===== src/common/wb_cache_params.svh =====
/*
 * Write-back cache parameters
 * Address fields, line length and RAM geometry for the two-way cache
 */
`ifndef WB_CACHE_PARAMS_SVH
`define WB_CACHE_PARAMS_SVH

// ----------------------------------------
// Wishbone side
// ----------------------------------------
`define WB_ADR_W    26
`define DAT_W       32
`define SEL_W       4

// Byte address split into tag, set and word in line
`define WORD_W      2
`define SET_W       7
`define TAG_W       15
`define WORD_LSB    2
`define SET_LSB     (`WORD_LSB + `WORD_W)
`define TAG_LSB     (`SET_LSB + `SET_W)

`define LINE_WORDS  4

// ----------------------------------------
// Memory side and RAM sizes
// ----------------------------------------
`define FML_ADR_W   (`TAG_W + `SET_W)

`define TAG_RAM_AW  (`SET_W)
`define TAG_RAM_DW  (2 * `TAG_W + 3)
`define WAY_RAM_AW  (`SET_W + `WORD_W)
`define WAY_RAM_DW  (`DAT_W + `SEL_W)

`endif


===== src/common/wb_cache_pkg.sv =====
/*
 * Shared types of the write-back cache
 * Wishbone request, RAM words, FML link and RAM port bundles
 */
`include "wb_cache_params.svh"

package wb_cache_pkg;

	// Whole Wishbone classic request from the master
	typedef struct packed {
		logic                 cyc;
		logic                 stb;
		logic                 we;
		logic [`WB_ADR_W-1:0] adr;
		logic [`DAT_W-1:0]    dat;
		logic [`SEL_W-1:0]    sel;
	} wb_req_t;

	// One tag RAM word, lru set means way 0 is the next victim
	typedef struct packed {
		logic [`TAG_W-1:0] tag0;
		logic [`TAG_W-1:0] tag1;
		logic              dirty0;
		logic              dirty1;
		logic              lru;
	} tag_line_t;

	// One way RAM word with a valid bit per byte
	typedef struct packed {
		logic [`DAT_W-1:0] dat;
		logic [`SEL_W-1:0] valid;
	} way_word_t;

	// ----------------------------------------
	// FML link
	// ----------------------------------------
	typedef struct packed {
		logic                  rd;
		logic                  wr;
		logic [`FML_ADR_W-1:0] adr;
		logic [`DAT_W-1:0]     wdat;
		logic [`SEL_W-1:0]     wbe;
		logic                  wnext;
		logic                  rnext;
	} fml_req_t;

	typedef struct packed {
		logic              done;
		logic              rempty;
		logic [`DAT_W-1:0] rdat;
	} fml_rsp_t;

	// One engine's access to the tag and way RAMs
	typedef struct packed {
		logic [`WAY_RAM_AW-1:0] adr;
		tag_line_t              tag_store;
		way_word_t              way_store;
		logic                   tag_we;
		logic                   way0_we;
		logic                   way1_we;
	} ram_port_t;

endpackage


===== src/cache/line_mover.sv =====
/*
 * Line mover
 * Spills a victim line to memory and fills a line from memory over FML
 */
`timescale 1ns/10ps
`include "wb_cache_params.svh"

module line_mover (
	input  logic                    clk,
	input  logic                    reset,
	input  logic                    fill_i,
	input  logic                    spill_i,
	input  logic                    way_i,
	input  logic [`TAG_W-1:0]       tag_i,
	input  logic [`SET_W-1:0]       set_i,
	output logic                    busy_o,
	input  wb_cache_pkg::tag_line_t tag_i_b,
	input  wb_cache_pkg::way_word_t way0_i,
	input  wb_cache_pkg::way_word_t way1_i,
	output wb_cache_pkg::ram_port_t port_b_o,
	output wb_cache_pkg::fml_req_t  fml_o,
	input  wb_cache_pkg::fml_rsp_t  fml_i
);

	typedef enum logic [1:0] {
		m_idle,
		m_spill,
		m_wait,
		m_fill
	} state_t;

	state_t                  state;
	logic [`WORD_W-1:0]      word;
	logic                    rd_q;
	logic                    wr_q;
	logic                    wnext_q;
	logic                    last_word;
	logic                    spill_rd;
	logic                    fill_wr;
	wb_cache_pkg::way_word_t victim;

	assign last_word = (word == (`LINE_WORDS - 1));
	assign busy_o    = (state != m_idle) | fill_i | spill_i;

	// Victim word read, valid bits dropped in the same cycle
	assign spill_rd = ((state == m_idle) & spill_i) | (state == m_spill);
	assign fill_wr  = (state == m_fill) & ~fml_i.rempty;
	assign victim   = way_i ? way1_i : way0_i;

	// ----------------------------------------
	// FML side
	// ----------------------------------------
	always_comb begin
		fml_o.rd    = rd_q;
		fml_o.wr    = wr_q;
		fml_o.adr   = {tag_i, set_i};
		fml_o.wdat  = victim.dat;
		fml_o.wbe   = victim.valid;
		// One cycle behind the read, in step with RAM data
		fml_o.wnext = wnext_q;
		fml_o.rnext = fill_wr;
	end

	// ----------------------------------------
	// RAM port B
	// ----------------------------------------
	always_comb begin
		port_b_o.adr             = {set_i, word};
		port_b_o.way_store.dat   = fml_i.rdat;
		port_b_o.way_store.valid = {`SEL_W{state == m_fill}};
		port_b_o.way0_we         = (spill_rd | fill_wr) & ~way_i;
		port_b_o.way1_we         = (spill_rd | fill_wr) & way_i;

		port_b_o.tag_store = tag_i_b;
		if (way_i) begin
			port_b_o.tag_store.dirty1 = 1'b0;
			if (state == m_fill) begin
				port_b_o.tag_store.tag1 = tag_i;
			end
		end else begin
			port_b_o.tag_store.dirty0 = 1'b0;
			if (state == m_fill) begin
				port_b_o.tag_store.tag0 = tag_i;
			end
		end

		// New tag with the last fill word, clean once memory took the spill
		port_b_o.tag_we = (fill_wr & last_word) |
			((state == m_wait) & wr_q & fml_i.done);
	end

	// ----------------------------------------
	// Mover FSM
	// ----------------------------------------
	always_ff @(posedge clk) begin
		if (reset) begin
			state   <= m_idle;
			word    <= '0;
			rd_q    <= 1'b0;
			wr_q    <= 1'b0;
			wnext_q <= 1'b0;
		end else begin
			wnext_q <= spill_rd;

			case (state)
			m_idle: begin
				word <= '0;
				if (spill_i) begin
					state <= m_spill;
					word  <= 1;
				end else if (fill_i) begin
					state <= m_fill;
					rd_q  <= 1'b1;
				end
			end
			m_spill: begin
				word <= word + 1'b1;
				if (last_word) begin
					state <= m_wait;
				end
			end
			m_wait: begin
				// wr goes up after the last wnext
				if (~rd_q & ~wr_q) begin
					wr_q <= 1'b1;
				end
				if (fml_i.done & (rd_q | wr_q)) begin
					state <= m_idle;
					rd_q  <= 1'b0;
					wr_q  <= 1'b0;
				end
			end
			m_fill: begin
				if (fml_i.done) begin
					rd_q <= 1'b0;
				end
				if (~fml_i.rempty) begin
					word <= word + 1'b1;
					if (last_word) begin
						state <= (rd_q & ~fml_i.done) ? m_wait : m_idle;
					end
				end
			end
			default: begin
				state <= m_idle;
			end
			endcase
		end
	end

endmodule


===== config.mk =====
export PLATFORM = sky130hd
export DESIGN_NAME = line_mover
export DESIGN_NICKNAME = d
export VERILOG_FILES = /design/src/common/wb_cache_pkg.sv /design/src/cache/line_mover.sv
export VERILOG_INCLUDE_DIRS = /design/src /design/src/common
export SDC_FILE = /design/constraint.sdc
export NUM_CORES = 1
export LEC_CHECK = 0
export ABC_CLOCK_PERIOD_IN_PS = 3200
export BUFFER_PORTS_ARGS = -buffer_cell sky130_fd_sc_hd__buf_2
export CORE_AREA = 2 2 120 122
export DETAILED_ROUTE_END_ITERATION = 7
export DIE_AREA = 0 0 122 124
export PLACE_DENSITY = 0.45
export REMOVE_ABC_BUFFERS = 1
export SYNTH_ARGS = -nofsm -noshare
export SYNTH_HDL_FRONTEND = slang
export SYNTH_SLANG_ARGS = --single-unit

===== constraint.sdc =====
create_clock -name clk -period 3.2 [get_ports clk]
set_input_delay 0 -clock clk [delete_from_list [all_inputs] [get_ports clk]]
set_output_delay 0 -clock clk [all_outputs]
set_load 0.02 [all_outputs]

[Yosys cells after proc, flatten, opt, wreduce, memory -nomap -nowiden]
Cells that the tools add are included.
Operators by class
  bitwise logic cells: 21
  eq/ne operators: 12
  reductions and logical operators: 9
  add/subtract/negate cells: 1
  mux-type cells: 25
Operator list (number)
  15-bit 2-to-1 mux: 4
  36-bit 2-to-1 mux: 1
  2-bit 2-to-1 mux: 8
  1-bit bitwise AND: 10
  5-bit AND reduction: 2
  1-bit 2-to-1 mux: 9
  2-bit != test, second input constant: 4
  2-bit case mux with 4 select lines: 1
  2-bit == test, second input constant: 3
  2-bit by 1-bit != test with 1-bit output, second input constant: 3
  1-bit OR: 6
  2-bit case mux with 3 select lines: 1
  3-bit nonzero test: 2
  1-bit inverter: 5
  2-bit AND reduction: 2
  2-bit nonzero test: 2
  3-bit != test, second input constant: 1
  1-bit case mux with 3 select lines: 1
  2-bit by 1-bit adder with 2-bit output, second input constant: 1
  2-bit by 1-bit == test with 1-bit output, second input constant: 1
  2-bit logical NOT: 1
Word-level totals
  input port bits: 166
  logic and storage cells: 73
  output and inout bits: 144
  register bits: 7

[Longest topological paths before layout]
  depth in word-level cells: 6
  depth in mapped cells: 5

[Worst setup path before layout]
Ideal clock, no wire load.
  path kind: register to output
  from: register state[0]
  to: output port port_b_o[0] (netlist bit)
  path slack: 1.870 ns
  arrival: 1.330 ns
  cell stages (with the launch flop): 4
  cells stage by stage: dfxtp_1 > or2b_1 > and2_1 > nor3b_1
RTL lines
  start, declared: RTL line line_mover.sv:32  | state_t state;
  start signal, assigned: RTL line line_mover.sv:97  | state <= m_idle;
  start signal, assigned: RTL line line_mover.sv:109  | state <= m_spill;
  start signal, assigned: RTL line line_mover.sv:112  | state <= m_fill;
  end, declared: RTL line line_mover.sv:20  | output wb_cache_pkg::ram_port_t port_b_o,

==> flow_summary.json <==
{
  "path_clk_slew_ns": 0.04,
  "finalClockSkew_ns": 0.0005970,
  "rsz0062_at_grt": "false",
  "yosys_warnings": 0,
  "cts_root_buf": "clkbuf_16",
  "first_global_vias": 1801,
  "yosysTopAreaCell": "mux2_2",
  "hold_ws_ns": 0.00004367,
  "cts_buffers": 3,
  "overflow": 0,
  "routed_via_density": 3.796,
  "grt_pass1_wl_um": 10210,
  "reg2reg_slack_ns": 1.79,
  "async_flop_share_pct": 0,
  "worstSetupStartpointType": "flop",
  "die_x_um": 122,
  "clk_latency_ns": 0.23,
  "htreeDepth": 1,
  "wl_per_cell_um": 15.07,
  "power_frac_clock_pct": 28.1,
  "antenna_found_initial": 1,
  "drive_above_1_share_pct": 84.77,
  "cap_violations": 0,
  "synth_area_leaders": "mux2_2, buf_4, mux2_4, dfxtp_1, buf_6",
  "hold_path.startpoint": "fml_i[12]",
  "cts_buffer_depth": 2,
  "status": "completed",
  "grt_usage_pct": 9.028,
  "place_congestion": 0.7215,
  "final_core_util_pct": 19.15,
  "cp.arrival_ns": 1.97,
  "worstPathMaxFanout": 15,
  "max_freq_mhz": 506.6,
  "r2r_end": "word[1]$_SDFFE_PP0P_",
  "synthesis.area_um2": 1787,
  "cts_tree": "built",
  "p_seq_share_pct": 15.6,
  "vias": 2008,
  "hold_class": "input pin to output pin",
  "p_sw_mw": 0.2957,
  "setup_viol": 0,
  "power_frac_comb_pct": 56.3,
  "n_fill_cell": 1545,
  "grt_max_degree": 41,
  "fin_nets": 516,
  "worstSetupStartpoint": "state[0]$_SDFFE_PP0P_",
  "switching_share_pct": 39.02,
  "cp.required_ns": 3.20,
  "area_delta_synth_final_pct": 47.06,
  "synth_flop_cell": "dfxtp_1",
  "synth_top_area_share_pct": 35.29,
  "powerDensity_nw_per_um2": 288.4,
  "post-route-period-util_pct": 61.69,
  "syn_area_per_cell_um2": 8.934,
  "worst_pin_slew_ns": 0.5167,
  "drc": 0,
  "cts.sinks": 7,
  "dp.cells": 524,
  "mostFrequentLayoutCells": "buf_2, mux2_2, mux2_4",
  "fin_crit_ns": 1.974,
  "fin_cells": 529,
  "pre_cts_slack_ns": 1.457,
  "crit_path_end": "port_b_o[62]",
  "internal_power_mw": 0.4621,
  "reg2reg_from": "state[0]$_SDFFE_PP0P_",
  "hpwl_um": 6984,
  "synth_edf_count": 0,
  "ys_seq_area_share_pct": 7.843,
  "slew_headroom_pct": 65.55,
  "dr.first_iter.drc_count": 10,
  "hold_viol": 0,
  "final_max_slew_viol_count": 0,
  "num_rows": 43,
  "ys_types": 28,
  "mostFrequentLayoutCell": "buf_2",
  "dieArea_um2": 15130,
  "cts_hold_buf": 0,
  "fin_ws_ns": 1.226,
  "wirelength_um": 7970,
  "worstSetupPathType": "flop to output pin",
  "die_y_um": 124,
  "tns_ns": 0,
  "syn_inst": 200,
  "core_area_um2": 13720,
  "synth.ff_latch_count": 7,
  "endpoint_kind": "output pin",
  "firstDrtPassIters": 4,
  "postCtsSetupRepairBufs": 0,
  "vdd_drop_max_uv": 126.5,
  "port_buffers": 222,
  "io-pin-count": 310,
  "antenna_left": 0,
  "r2r_cells": 4,
  "cts_resized": 0,
  "start_util_pct": 13.02,
  "power_leakage_nw": 1.401
}
==> power groups by stage <==
| stage | combinational (mW) | clock (mW) | sequential [mW] |
|---|---|---|---|
| 2_1_floorplan | 0.221 | 0 | 0.124 |
| 3_3_place_gp | 0.431 | 0 | 0.119 |
| 3_5_place_dp | 0.432 | 0 | 0.120 |
| 4_1_cts | 0.434 | 0.217 | 0.119 |
| 5_1_grt | 0.462 | 0.224 | 0.122 |
| 6_report | 0.427 | 0.213 | 0.118 |
==> through the flow <==
stage          instance area [um^2]  total power, mW
6_report                       2628           0.7578
2_1_floorplan                  1202           0.3453
4_1_cts                        2625           0.7701
3_5_place_dp                   2546           0.5526
5_1_grt                        2625           0.8083
3_3_place_gp                   2546           0.5507
==> per-layer routing <==
| metal | wire [um] | GRT usage, % | vias up | share of wire, % |
|---|---|---|---|---|
| met2 | 3406 | 13.48 | 227 | 43 |
| met5 | 70 | 3.819 | - | 0.88 |
| met4 | 40 | 1.078 | 4 | 0.50 |
| met1 | 2839 | 9.918 | 847 | 36 |
| met3 | 1613 | 7.463 | 9 | 20 |
| li1 | - | - | 921 | - |
==> worst min path at each step <==
stage	cells after the start	slack, ns	end
after floorplan	0	0	fml_o[38]
after global placement	0	0.0001	port_b_o[19]
after detailed placement	0	0.0001	port_b_o[19]
after CTS	0	0.0001	port_b_o[19]
after global routing	0	0.0001	port_b_o[19]
final	0	0.00004	port_b_o[19]
==> logic make-up after synthesis <==
family,after synthesis,share of synthesized area (%)
AOI/OAI and AO/OA,14,5.042
muxes,67,44.26
DFF,7,7.843
buffers and inverters,82,33.33
and+or+nand+nor,29,8.823
adders and majority gates,1,0.7002
==> critical path, cell delays in order, from the launching register on <==
cell and delay [ns]:
dfxtp_1 0.59, and2_4 0.27, nand2b_2 0.30, mux2_4 0.41
buf_2 0.16
==> sequential cells by signal, summed over array words and instances (netlist names) <==
register / count
state: 2
wr_q: 1
word: 2
wnext_q: 1
rd_q: 1
==> synthesized netlist by cell type, types with 2 or more instances <==
master    number
a211oi_1       2
clkbuf_1       2
buf_4         69
and2_1         3
nor3b_1        2
nand2_1        6
nor2_1         6
mux2_2        56
mux2_4        10
dfxtp_1        7
a21oi_1        5
nor3_1         3
o21ai_0        3
buf_6          3
buf_2          5
inv_1          3
nor2b_1        4
==> area by class of cell <==
| type | instances | area (um^2) | area share [%] |
|---|---|---|---|
| sequential | 7 | 140.1 | 5.333 |
| multi-input combinational | 111 | 1051 | 40.00 |
| antenna | 1 | 2.502 | 0.09524 |
| tap | 180 | 225.2 | 8.571 |
| timing repair buffer | 223 | 1119 | 42.57 |
| clock buffer | 4 | 78.83 | 3.000 |
| inverter | 3 | 11.26 | 0.4286 |
(Power assumes the default switching activity.)
