===== src/common/wb_cache_params.svh =====
/*
 * Write-back cache parameters
 * Address fields, line length and RAM geometry for the two-way cache
 */
`ifndef WB_CACHE_PARAMS_SVH
`define WB_CACHE_PARAMS_SVH

// ----------------------------------------
// Wishbone side
// ----------------------------------------
`define WB_ADR_W    26
`define DAT_W       32
`define SEL_W       4

// Byte address split into tag, set and word in line
`define WORD_W      2
`define SET_W       7
`define TAG_W       15
`define WORD_LSB    2
`define SET_LSB     (`WORD_LSB + `WORD_W)
`define TAG_LSB     (`SET_LSB + `SET_W)

`define LINE_WORDS  4

// ----------------------------------------
// Memory side and RAM sizes
// ----------------------------------------
`define FML_ADR_W   (`TAG_W + `SET_W)

`define TAG_RAM_AW  (`SET_W)
`define TAG_RAM_DW  (2 * `TAG_W + 3)
`define WAY_RAM_AW  (`SET_W + `WORD_W)
`define WAY_RAM_DW  (`DAT_W + `SEL_W)

`endif


===== src/common/wb_cache_pkg.sv =====
/*
 * Shared types of the write-back cache
 * Wishbone request, RAM words, FML link and RAM port bundles
 */
`include "wb_cache_params.svh"

package wb_cache_pkg;

	// Whole Wishbone classic request from the master
	typedef struct packed {
		logic                 cyc;
		logic                 stb;
		logic                 we;
		logic [`WB_ADR_W-1:0] adr;
		logic [`DAT_W-1:0]    dat;
		logic [`SEL_W-1:0]    sel;
	} wb_req_t;

	// One tag RAM word, lru set means way 0 is the next victim
	typedef struct packed {
		logic [`TAG_W-1:0] tag0;
		logic [`TAG_W-1:0] tag1;
		logic              dirty0;
		logic              dirty1;
		logic              lru;
	} tag_line_t;

	// One way RAM word with a valid bit per byte
	typedef struct packed {
		logic [`DAT_W-1:0] dat;
		logic [`SEL_W-1:0] valid;
	} way_word_t;

	// ----------------------------------------
	// FML link
	// ----------------------------------------
	typedef struct packed {
		logic                  rd;
		logic                  wr;
		logic [`FML_ADR_W-1:0] adr;
		logic [`DAT_W-1:0]     wdat;
		logic [`SEL_W-1:0]     wbe;
		logic                  wnext;
		logic                  rnext;
	} fml_req_t;

	typedef struct packed {
		logic              done;
		logic              rempty;
		logic [`DAT_W-1:0] rdat;
	} fml_rsp_t;

	// One engine's access to the tag and way RAMs
	typedef struct packed {
		logic [`WAY_RAM_AW-1:0] adr;
		tag_line_t              tag_store;
		way_word_t              way_store;
		logic                   tag_we;
		logic                   way0_we;
		logic                   way1_we;
	} ram_port_t;

endpackage


===== src/cache/hit_engine.sv =====
/*
 * Hit engine
 * Wishbone FSM with tag compare, byte merge, LRU and dirty update,
 * hands misses to the line mover
 */
`timescale 1ns/10ps
`include "wb_cache_params.svh"

module hit_engine (
	input  logic                    clk,
	input  logic                    reset,
	input  wb_cache_pkg::wb_req_t   wb_req_i,
	output logic [`DAT_W-1:0]       wb_dat_o,
	output logic                    wb_ack_o,
	input  wb_cache_pkg::tag_line_t tag_i,
	input  wb_cache_pkg::way_word_t way0_i,
	input  wb_cache_pkg::way_word_t way1_i,
	output wb_cache_pkg::ram_port_t port_a_o,
	input  logic                    busy_i,
	output logic                    fill_o,
	output logic                    spill_o,
	output logic                    ls_way_o,
	output logic [`TAG_W-1:0]       ls_tag_o,
	output logic [`SET_W-1:0]       ls_set_o
);

	typedef enum logic [2:0] {
		s_idle,
		s_read,
		s_rspill,
		s_rfill,
		s_write,
		s_wspill
	} state_t;

	state_t state;
	logic   spilled;

	logic                    wb_rd;
	logic                    wb_wr;
	logic [`WORD_W-1:0]      adr_word;
	logic [`SET_W-1:0]       adr_set;
	logic [`TAG_W-1:0]       adr_tag;
	logic                    match0;
	logic                    match1;
	logic                    match;
	logic                    sel_valid0;
	logic                    sel_valid1;
	logic                    hit;
	logic                    lru_way;
	logic                    use_way;
	logic                    use_dirty;
	logic [`TAG_W-1:0]       use_tag;
	wb_cache_pkg::way_word_t use_line;
	logic                    write_ok;
	logic                    rd_ack;
	logic                    wr_ack;
	logic                    start_req;
	logic                    go_spill;
	logic                    go_fill;

	assign wb_rd = wb_req_i.cyc & wb_req_i.stb & ~wb_req_i.we;
	assign wb_wr = wb_req_i.cyc & wb_req_i.stb & wb_req_i.we;

	assign adr_word = wb_req_i.adr[`SET_LSB-1:`WORD_LSB];
	assign adr_set  = wb_req_i.adr[`TAG_LSB-1:`SET_LSB];
	assign adr_tag  = wb_req_i.adr[`WB_ADR_W-1:`TAG_LSB];

	// ----------------------------------------
	// Lookup
	// ----------------------------------------
	assign match0     = (tag_i.tag0 == adr_tag);
	assign match1     = (tag_i.tag1 == adr_tag);
	assign match      = match0 | match1;
	assign sel_valid0 = ((~way0_i.valid & wb_req_i.sel) == '0);
	assign sel_valid1 = ((~way1_i.valid & wb_req_i.sel) == '0);
	assign hit        = match & (match0 ? sel_valid0 : sel_valid1);

	// Matching way wins, way 0 first, otherwise the LRU victim
	assign lru_way   = ~tag_i.lru;
	assign use_way   = match ? ~match0 : lru_way;
	assign use_line  = use_way ? way1_i : way0_i;
	assign use_dirty = use_way ? tag_i.dirty1 : tag_i.dirty0;
	assign use_tag   = use_way ? tag_i.tag1 : tag_i.tag0;

	// A fresh line is only taken once its stale bytes were spilled
	assign write_ok = match | (spilled & ~use_dirty);

	assign rd_ack   = (state == s_read) & hit;
	assign wr_ack   = (state == s_write) & write_ok;
	assign wb_ack_o = rd_ack | wr_ack;
	assign wb_dat_o = use_line.dat;

	// Miss handling requests
	assign start_req = ~busy_i & (((state == s_read) & ~hit) |
		((state == s_write) & ~write_ok));
	assign go_spill  = start_req & ((state == s_write) | use_dirty);
	assign go_fill   = (start_req & ~go_spill) | ((state == s_rspill) & ~busy_i);

	// ----------------------------------------
	// RAM port A
	// ----------------------------------------
	always_comb begin
		port_a_o.adr = {adr_set, adr_word};

		// Byte merge by sel
		for (int b = 0; b < `SEL_W; b++) begin
			if (wb_req_i.sel[b]) begin
				port_a_o.way_store.dat[8*b +: 8] = wb_req_i.dat[8*b +: 8];
				port_a_o.way_store.valid[b]      = 1'b1;
			end else begin
				port_a_o.way_store.dat[8*b +: 8] = use_line.dat[8*b +: 8];
				port_a_o.way_store.valid[b]      = use_line.valid[b];
			end
		end

		port_a_o.tag_store     = tag_i;
		port_a_o.tag_store.lru = use_way;
		if (wr_ack) begin
			if (use_way) begin
				port_a_o.tag_store.tag1   = adr_tag;
				port_a_o.tag_store.dirty1 = 1'b1;
			end else begin
				port_a_o.tag_store.tag0   = adr_tag;
				port_a_o.tag_store.dirty0 = 1'b1;
			end
		end

		port_a_o.tag_we  = wb_ack_o;
		port_a_o.way0_we = wr_ack & ~use_way;
		port_a_o.way1_we = wr_ack & use_way;
	end

	// ----------------------------------------
	// Wishbone FSM
	// ----------------------------------------
	always_ff @(posedge clk) begin
		if (reset) begin
			state   <= s_idle;
			fill_o  <= 1'b0;
			spill_o <= 1'b0;
			spilled <= 1'b0;
		end else begin
			fill_o  <= go_fill;
			spill_o <= go_spill;

			case (state)
			s_idle: begin
				if (wb_rd) begin
					state <= s_read;
				end else if (wb_wr) begin
					state <= s_write;
				end
			end
			s_read: begin
				if (hit) begin
					state <= s_idle;
				end else if (go_spill) begin
					state <= s_rspill;
				end else if (go_fill) begin
					state <= s_rfill;
				end
			end
			s_rspill: begin
				if (~busy_i) begin
					state <= s_rfill;
				end
			end
			s_rfill: begin
				// Retry the lookup once the line is in
				if (~busy_i) begin
					state <= s_idle;
				end
			end
			s_write: begin
				if (write_ok) begin
					state   <= s_idle;
					spilled <= 1'b0;
				end else if (go_spill) begin
					state <= s_wspill;
				end
			end
			s_wspill: begin
				if (~busy_i) begin
					state   <= s_idle;
					spilled <= 1'b1;
				end
			end
			default: begin
				state <= s_idle;
			end
			endcase
		end
	end

	// Line mover job, held for the whole transfer
	always_ff @(posedge clk) begin
		if (start_req) begin
			ls_way_o <= use_way;
			ls_set_o <= adr_set;
		end
		if (go_spill) begin
			ls_tag_o <= use_tag;
		end else if (go_fill) begin
			ls_tag_o <= adr_tag;
		end
	end

endmodule


===== config.mk =====
export PLATFORM = sky130hd
export DESIGN_NAME = hit_engine
export DESIGN_NICKNAME = d
export VERILOG_FILES = /design/src/common/wb_cache_pkg.sv /design/src/cache/hit_engine.sv
export VERILOG_INCLUDE_DIRS = /design/src /design/src/common
export SDC_FILE = /design/constraint.sdc
export NUM_CORES = 1
export LEC_CHECK = 0
export ABC_AREA = 1
export BUFFER_PORTS_ARGS = -buffer_cell sky130_fd_sc_hd__buf_2
export CAP_MARGIN = 20
export CORE_AREA = 2 2 122 124
export CTS_BUF_LIST = sky130_fd_sc_hd__clkbuf_2
export CTS_CLUSTER_DIAMETER = 120
export DETAILED_ROUTE_END_ITERATION = 10
export DIE_AREA = 0 0 124 126
export GPL_TIMING_DRIVEN = 0
export HOLD_SLACK_MARGIN = 0.02
export SLEW_MARGIN = 20
export SYNTH_ARGS = -nofsm -noshare
export SYNTH_HDL_FRONTEND = slang
export SYNTH_SLANG_ARGS = --single-unit

===== constraint.sdc =====
create_clock -name clk -period 2.6 [get_ports clk]
set_clock_uncertainty 0.05 [all_clocks]
set_input_delay 0.13 -clock clk [delete_from_list [all_inputs] [get_ports clk]]
set_output_delay 0.13 -clock clk [all_outputs]
set_load 0.02 [all_outputs]

# == After elaboration in Yosys (flattened, before gate mapping) ==
# Index checks and enable logic that the tools add are counted.
# classes
n_eq_ne,14
mux,33
bitwise,34
reduce_logical,8
# ops
operator,n
$mux W15,5
$mux W36,1
$mux W32,1
$mux W8,4
$eq A15 B15 Y1,2
$mux W3,9
$and A1 B1 Y1,15
$pmux W3 S5,1
$mux W1,11
$not A1 Y1,9
$and A4 B4 Y4,2
$logic_not A4 Y1,2
$ne A2 B2 Y1 const B,4
$not A4 Y4,2
$eq A3 B2 Y1 const B,2
$eq A3 B3 Y1 const B,2
$ne A3 B3 Y1 const B,2
$or A1 B1 Y1,6
$reduce_and A5 Y1,1
$ne A4 B4 Y1 const B,1
$reduce_bool A2 Y1,2
$eq A3 B1 Y1 const B,1
$logic_not A3 Y1,1
$reduce_and A3 Y1,1
2 further kinds,2
# totals
regBits,29
inputBits,173
out_inout_bits,139
word_cells,96

# == Longest topological paths before layout ==
# Gate-level depths: netlist of the first run.
# logic_depth
ltp_word,19
depth_mapped,18
ltp_nobuf,18

# == Worst setup path after synthesis of the first run ==
# OpenSTA, ideal clock, no wires.
# synth_path
kind,input to register
from,input tag_i[26] (netlist name)
to,"register ls_tag_o[0], enable pin"
setup_time_ns,0.366
arrival_ns,1.723
required_time_ns,2.184
slack_ns,0.461
stages,14
path_buffers,0
path_cell_list,xor2_1 nor2_1 nand2_1 nor2_1 nand2_2 nand2_4 nand2_2 nand3_2 nand3_1 nand2_1 inv_1 o21ai_0 nand2_1 nand2_1
# synth_between
elab_chain_cells,16
elab_cells_between_ends,22
cone_classes,eq/ne (1); mux (3); bitwise (17); reduce/logical (1)
# synth_lines
item,line_no,rtl
start: declaration,hit_engine.sv:15,"input wb_cache_pkg::tag_line_t tag_i,"
$eq A15 B15 Y1 *,hit_engine.sv:72,assign match0 = (tag_i.tag0 == adr_tag);
$or A1 B1 Y1 or $not A1 Y1 (tied branches),"hit_engine.sv:74, hit_engine.sv:81",
$mux W1,hit_engine.sv:81,assign use_way = match ? ~match0 : lru_way;
$mux W1,hit_engine.sv:83,assign use_dirty = use_way ? tag_i.dirty1 : tag_i.dirty0;
$not A1 Y1,hit_engine.sv:87,assign write_ok = match | (spilled & ~use_dirty);
$and A1 B1 Y1,hit_engine.sv:87,
$or A1 B1 Y1,hit_engine.sv:87,
$not A1 Y1,hit_engine.sv:96,((state == s_write) & ~write_ok));
$and A1 B1 Y1,hit_engine.sv:96,
$or A1 B1 Y1,hit_engine.sv:95,assign start_req = ~busy_i & (((state == s_read) & ~hit) |
$and A1 B1 Y1,hit_engine.sv:95,
$and A1 B1 Y1,hit_engine.sv:97,assign go_spill = start_req & ((state == s_write) | use_dirty);
$not A1 Y1,hit_engine.sv:98,assign go_fill = (start_req & ~go_spill) | ((state == s_rspill) & ~busy_i);
$and A1 B1 Y1,hit_engine.sv:98,
$or A1 B1 Y1,hit_engine.sv:98,
$reduce_bool A2 Y1 (no source line) *,n/a,
end signal: assignment,hit_engine.sv:203,ls_tag_o <= use_tag;
end signal: assignment,hit_engine.sv:205,ls_tag_o <= adr_tag;
end: declaration,hit_engine.sv:23,"output logic [`TAG_W-1:0] ls_tag_o,"
# Every way passes the cells marked *; elsewhere a longest branch is shown, timed or not.
# A chain may end at the register's enable or synchronous reset.

==> flow_summary.ini, run 1 <==
[hold_path]
holdPathStages = 3
hold_class = input port to flip-flop

[power]
finalPower_mw = 2.452
p_seq_share_pct = 29.7
intPower_mw = 1.252
sw_frac_of_total_pct = 48.93
ir_drop_mv = 0.1709
powerDensity_mw_per_mm2 = 471.0
leakagePower_nw = 2.928
comb_power_share_pct = 60.2
clkPwrFrac_pct = 10.1
p_sw_mw = 1.200

[yosys]
netlist_area_mm2 = 0.003298
ys_seq_area_share_pct = 24.58
synth.area.top_cells = nand2_1, edfxtp_1, nor2_1
yosysMostFrequentCell = nand2_1
ys_top_cells_by_count = nand2_1, nor2_1, a31oi_1, inv_1, edfxtp_1
synthArstFlopShare_pct = 0
ys_seq_elements = 29
synthFlopType = edfxtp_1
yosys.area.top_type = nand2_1
synthCells = 552
synth_edf_count = 23
synth-warning-count = 0
ys_types = 35
synthesis.nets = 725
synth_top_area_share_pct = 24.24
avgSynthCellArea_um2 = 5.975

[clocking]
cts_buffer_depth = 2
h-tree-depth = 2
postCtsSetupBuffers = 0
root_buffer = clkbuf_2
path_clk_slew_ns = 0.20
cts_made_buffers = 5
clk_latency_ns = 0.36
cts_tree = yes
clock-sinks = 29

[critical_path]
worst_path_max_delay_cell = clkbuf_4
crit_family = buffers and inverters
crit_chain = buf_2 > inv_2 > nand2_1 > nand2_1 > nor2_1 > nand2_1 > nor2_2 > nand2_2 > nand2_4 > nand2_4 > inv_1 > clkbuf_4 > buf_2 > nand2_1 > a31oi_1 > buf_2
rr_worst_depth = 7
critPathMaxFanout = 10
critPathRequiredTime_ns = 2.42
path_buf_inv = 6
end_kind = output port
slowest_delay_ns = 0.28
crit_type = input port to output port
cp_num_cells = 16
arrival_ns = 2.30
critPathMostFrequentCell = nand2_1
crit_path_start_kind = input port

[job]
max_cap_viol_count = 0

[global_routing]
grt_pass1_vias = 4350
track_usage_pct = 19.94
grt_max_degree = 16
grt_overflow = 0
antenna_found_initial = 1
grt_pass1_wl_mm = 23.78

[placed_design]
dp.cells = 1043
dpl.hpwl_mm = 13.42
dpl-instance-area_mm2 = 0.005065
gp_congestion = 0.8722
dp_slack_ns = -0.2415
port_buffers = 307

[timing]
layout_min_cycle_time_ns = 2.482
worst_slew_pin_slew_ns = 0.6412
finalHoldViolations = 0
setup-violations-final = 0
slew_violations = 0
post-route-period-util_pct = 95.45
fin_setup_tns_ns = 0
maxSlewHeadroom_pct = 57.26
fmax_mhz = 403.0
fin_ws_ns = 0.1183
rsz0062_at_grt = no

[finish]
areaGrowthSynthToFinish_pct = 57.85
multi_input_area_mm2 = 0.002079
fin_cells = 1060
fillers = 1626
drive_gt1_share_pct = 44.23
fin_area_mm2 = 0.005206
nets = 1047
register_area_um2 = 810.8

[die]
ioPinCount = 312
dieArea_mm2 = 0.01562
core-area_mm2 = 0.01431
initial_utilization_pct = 23.04
rows = 44
die_y_um = 126
dieWidth_um = 124

[route]
ant_nets = 0
drcViolationCount = 0
detail_route.wl_per_cell_um = 15.58
drt-total-wl_mm = 16.52
vias_per_cell = 4.655
dr.pass1.iters = 8
dr.first_iter.drc_count = 359
num_vias = 4934

[status]
status = complete, no violations
flip-flops by register name, indices dropped and copies added (netlist names):
name and flops:
state 3, ls_set_o 7, fill_o 1, spill_o 1
ls_tag_o 15, spilled 1, ls_way_o 1
layout by cell type (no fill, tap or decap), types with 12 or more instances in the layout:
| cell | instances |
|---|---|
| a21oi_1 | 17 |
| a31oi_1 | 32 |
| buf_2 | 312 |
| buf_4 | 13 |
| edfxtp_1 | 23 |
| inv_1 | 29 |
| inv_2 | 15 |
| nand2_1 | 212 |
| nor2_1 | 73 |
| o21ai_0 | 22 |
| o21ai_1 | 21 |
| xor2_1 | 12 |
power by group through the flow:
stage | Sequential (mW) | Clock (mW) | Combinational [mW]
after global routing | 0.741 | 0.264 | 1.63
after floorplan | 0.843 | 0 | 0.798
after detailed placement | 0.739 | 0 | 1.45
final | 0.729 | 0.247 | 1.48
after CTS | 0.726 | 0.250 | 1.47
after global placement | 0.739 | 0 | 1.45
cells by family (layout without fill, tap and decap cells):
logic type             Yosys count  count (layout)  share of synthesized area, %
other                            0               1                             0
XOR/XNOR                        16              16                         4.249
AO/OA/AOI/OAI                  108             108                         19.12
flip-flops                      29              29                         24.58
AND/OR/NAND/NOR                316             316                         39.45
buffers and inverters           83             406                         12.59
area by class of cell:
| cell class | instances | share of cell area (%) |
|---|---|---|
| Multi-Input combinational cell | 440 | 39.94 |
| Timing Repair Buffer | 315 | 31.05 |
| Sequential cell | 29 | 15.57 |
| Buffer | 35 | 4.758 |
| Tap cell | 184 | 4.422 |
| Inverter | 48 | 3.461 |
| Clock buffer | 7 | 0.6729 |
| Clock inverter | 1 | 0.07210 |
| Antenna cell | 1 | 0.04807 |
worst register-to-register path, stage by stage, from the launching register on:
cell	delay [ns]
dfxtp_1	0.44
inv_1	0.11
nor3_2	0.29
nand3_1	0.18
nand2_1	0.15
nand3_4	0.14
buf_6	0.19
nand2_2	0.33
through the flow:
stage / util, % / hold slack (ns)
CTS: 36.24 / 0.06427
global placement: 35.38 / 0.2770
floorplan: - / 0.1524
global route: 36.37 / 0.08141
detailed placement: 35.38 / 0.2806
finish: 36.37 / 0.08068
metal layers:
metal  track usage, %  vias up  routed length, um
li1                 -     2432                  -
met1            28.29     2219               7015
met2            31.58      259               7764
met3            2.899       24               1394
met4            5.089        0                342
met5                0        -                  0
what timing repair did:
item | in CTS | in global routing
hold buffers | 8 | 0
hold endpoints to repair | 12 | 0
setup endpoints to repair | 16 | 59
resized for setup | 2 | 7
final timing paths:
check / start / end / slack [ns]
setup reg to reg: state[2] / ls_tag_o[9] / 0.40
hold / removal: wb_req_i[55] / ls_tag_o[8] / 0.08
hold reg to reg: spilled / spilled / 0.47
setup / recovery: wb_req_i[58] / port_a_o[10] / 0.12
No activity file was read; power rests on OpenSTA's default activity.
==> run 2, diff against run 1 <==
ABC_AREA = default   (was 1)
CORE_AREA = 2 2 119 121   (was 2 2 122 124)
DIE_AREA = 0 0 121 123   (was 0 0 124 126)
==> run 2 against run 1 <==
Critical path depth fell by 6. Fmax fell by 1.6%. Combinational power about the same. Count of clock-buffer cells in the layout shrank 2. Via count is 25% lower. Sequential power decreased by 3.0%. Sequential cell count is the same. Register-to-register slack got worse by 0.24 ns. Critical path type unchanged. Largest power group unchanged.
==> flow_summary.ini, run 2 <==
[status]
status = complete, no violations

[hold_path]
min_from = wb_req_i[47]
holdPathEnd = ls_tag_o[0]
hold_class = input port to flip-flop
holdPathStages = 2

[global_routing]
grt_max_degree = 14
antenna_found_initial = 2
grt_pass1_wl_mm = 20.51
track_usage_pct = 18.25
grt_overflow = 0
grt_pass1_vias = 3636

[timing]
finalHoldViolations = 0
layout_min_cycle_time_ns = 2.522
setup-violations-final = 0
fmax_mhz = 396.5
worst_slew_pin_slew_ns = 0.7991
maxSlewHeadroom_pct = 46.72
slew_violations = 0
rsz0062_at_grt = yes
fin_ws_ns = 0.07805
post-route-period-util_pct = 97.00

[job]
max_cap_viol_count = 0

[critical_path]
critPathLaunch = wb_req_i[48]
crit_type = input port to output port
crit_path_start_kind = input port
end_kind = output port
worstReg2RegEnd = ls_set_o[5]
arrival_ns = 2.34
critPathMaxFanout = 9
rr_worst_depth = 5
r2r_start = state[0]
reg2reg_setup_slack_ns = 0.16
critPathRequiredTime_ns = 2.42

[yosys]
yosys.area.top_type = mux2_2
synth_edf_count = 23
yosysMostFrequentCell = mux2_2
synthArstFlopShare_pct = 0
synth_top_area_share_pct = 40.70
synth-warning-count = 0
ys_top_cells_by_count = mux2_2, edfxtp_1, xor2_1, xnor2_1, buf_4
ys_seq_area_share_pct = 25.48
ys_seq_elements = 29
synthFlopType = edfxtp_1
synthesis.nets = 469
netlist_area_mm2 = 0.003182
synth.area.top_cells = mux2_2, edfxtp_1, xor2_1
ys_types = 39
synthCells = 296
avgSynthCellArea_um2 = 10.75

[route]
ant_nets = 0
dr.first_iter.drc_count = 77
drt-total-wl_mm = 14.59
detail_route.wl_per_cell_um = 17.81
dr.pass1.iters = 4
vias_per_cell = 4.488
num_vias = 3676
drcViolationCount = 0

[placed_design]
gp_congestion = 0.8219
dp.cells = 783
port_buffers = 306
dp_slack_ns = -0.4838
dpl-instance-area_mm2 = 0.004956
dpl.hpwl_mm = 12.10

[die]
die_y_um = 123
dieWidth_um = 121
initial_utilization_pct = 23.38
ioPinCount = 312
dieArea_mm2 = 0.01488
core-area_mm2 = 0.01361
rows = 43

[clocking]
cts_tree = yes
clk_latency_ns = 0.36
clock-sinks = 29
path_clk_slew_ns = 0.19
cts_made_buffers = 5
h-tree-depth = 2
root_buffer = clkbuf_2
cts_buffer_depth = 2

[power]
leakagePower_nw = 2.750
comb_power_share_pct = 60.8
sw_frac_of_total_pct = 43.45
p_seq_share_pct = 29.4
powerDensity_mw_per_mm2 = 438.9
clkPwrFrac_pct = 9.8
p_sw_mw = 1.044
intPower_mw = 1.358
ir_drop_mv = 0.1519

[finish]
largest_register = ls_tag_o
areaGrowthSynthToFinish_pct = 72.00
largest_reg_flops = 15
fin_cells = 819
largestRegisters = ls_tag_o: 15 flops, ls_set_o: 7 flops, state: 3 flops
fin_area_mm2 = 0.005473
nets = 809
final_cell_mix = buf_2, mux2_2, buf_4, mux2_4, edfxtp_1
fillers = 1434
drive_gt1_share_pct = 76.92
final_util_pct = 40.21
layout_commonest_cell = buf_2
-- run 2: cell types whose count changed after synthesis, moves of 8 or more --
cell	delta
inv_1	-20
nor2_1	-65
o21ai_1	-21
nand2_1	-205
o21ai_0	-20
mux2_4	+10
mux2_2	+115
inv_2	-13
xnor2_1	+8
a21oi_1	-8
a31oi_1	-30
o21ai_2	-10
-- run 2: cell type report --
cell class | count | area [um^2] | area share [%]
Multi-Input combinational cell | 230 | 2271 | 41.50
Timing Repair Buffer | 335 | 1859 | 33.97
Sequential cell | 29 | 810.8 | 14.81
Tap cell | 180 | 225.2 | 4.115
Buffer | 24 | 222.7 | 4.070
Inverter | 11 | 41.29 | 0.7545
Clock buffer | 5 | 25.02 | 0.4572
Clock inverter | 3 | 12.51 | 0.2286
Antenna cell | 2 | 5.005 | 0.09145
-- run 2: timing repair --
| item | 4_1_cts | 5_1_grt |
|---|---|---|
| pin swaps | 4 | 6 |
| resized for setup | 21 | 43 |
| setup endpoints to repair | 107 | 61 |
| setup buffers | 6 | 10 |
| hold buffers | 8 | 3 |
| gates cloned | 0 | 1 |
| endpoints found under the hold margin | 12 | 3 |
-- run 2: metal layers --
layer,vias to the layer above,GRT usage [%],share of wire [%]
met1,1721,21.36,40
met3,12,3.598,6.7
met2,175,34.20,52
met5,-,0,0.11
met4,2,4.142,1.2
li1,1766,-,-
-- run 2: power by group through the flow --
stage / clock (mW) / combinational [mW] / sequential (mW)
6_report: 0.236 / 1.46 / 0.707
5_1_grt: 0.274 / 1.57 / 0.717
4_1_cts: 0.249 / 1.43 / 0.705
3_5_place_dp: 0 / 1.41 / 0.698
3_3_place_gp: 0 / 1.38 / 0.700
2_1_floorplan: 0 / 0.777 / 0.807
-- run 2: stage by stage --
step	power, mW	hold slack, ns	TNS, ns
3_3_place_gp	2.081	0.2744	-41.02
3_5_place_dp	2.110	0.2730	-27.27
5_1_grt	2.562	0.03070	-0.9441
2_1_floorplan	1.584	0.1491	0
4_1_cts	2.380	0.03244	-0.1561
6_report	2.402	0.05613	0
-- run 2: critical path: stages --
cell and delay (ns):
buf_2 0.13, xor2_1 0.16, nor4_1 0.27, nand4_1 0.25, a22oi_2 0.23, buf_6 0.19, buf_8 0.16, mux2_2 0.37
mux2_2 0.26, buf_2 0.17
-- run 2: worst max path at each step --
| stage | to | slack (ns) | cells past startpoint |
|---|---|---|---|
| floorplan | ls_tag_o[10] | 0.21 | 9 |
| global placement | ls_tag_o[3] | -0.70 | 8 |
| detailed placement | port_a_o[36] | -0.48 | 10 |
| CTS | port_a_o[53] | -0.04 | 11 |
| global route | port_a_o[28] | -0.06 | 10 |
| finish | port_a_o[13] | 0.08 | 10 |
-- run 2: kinds of logic after synthesis --
family                 Yosys count  share of synthesized area (%)
flip-flops                      29                          25.48
AND/OR/NAND/NOR                 43                          7.471
multiplexers                   128                          46.36
buffers and inverters           37                          6.488
AO/OA/AOI/OAI                   29                          5.938
XOR/XNOR                        30                          8.258
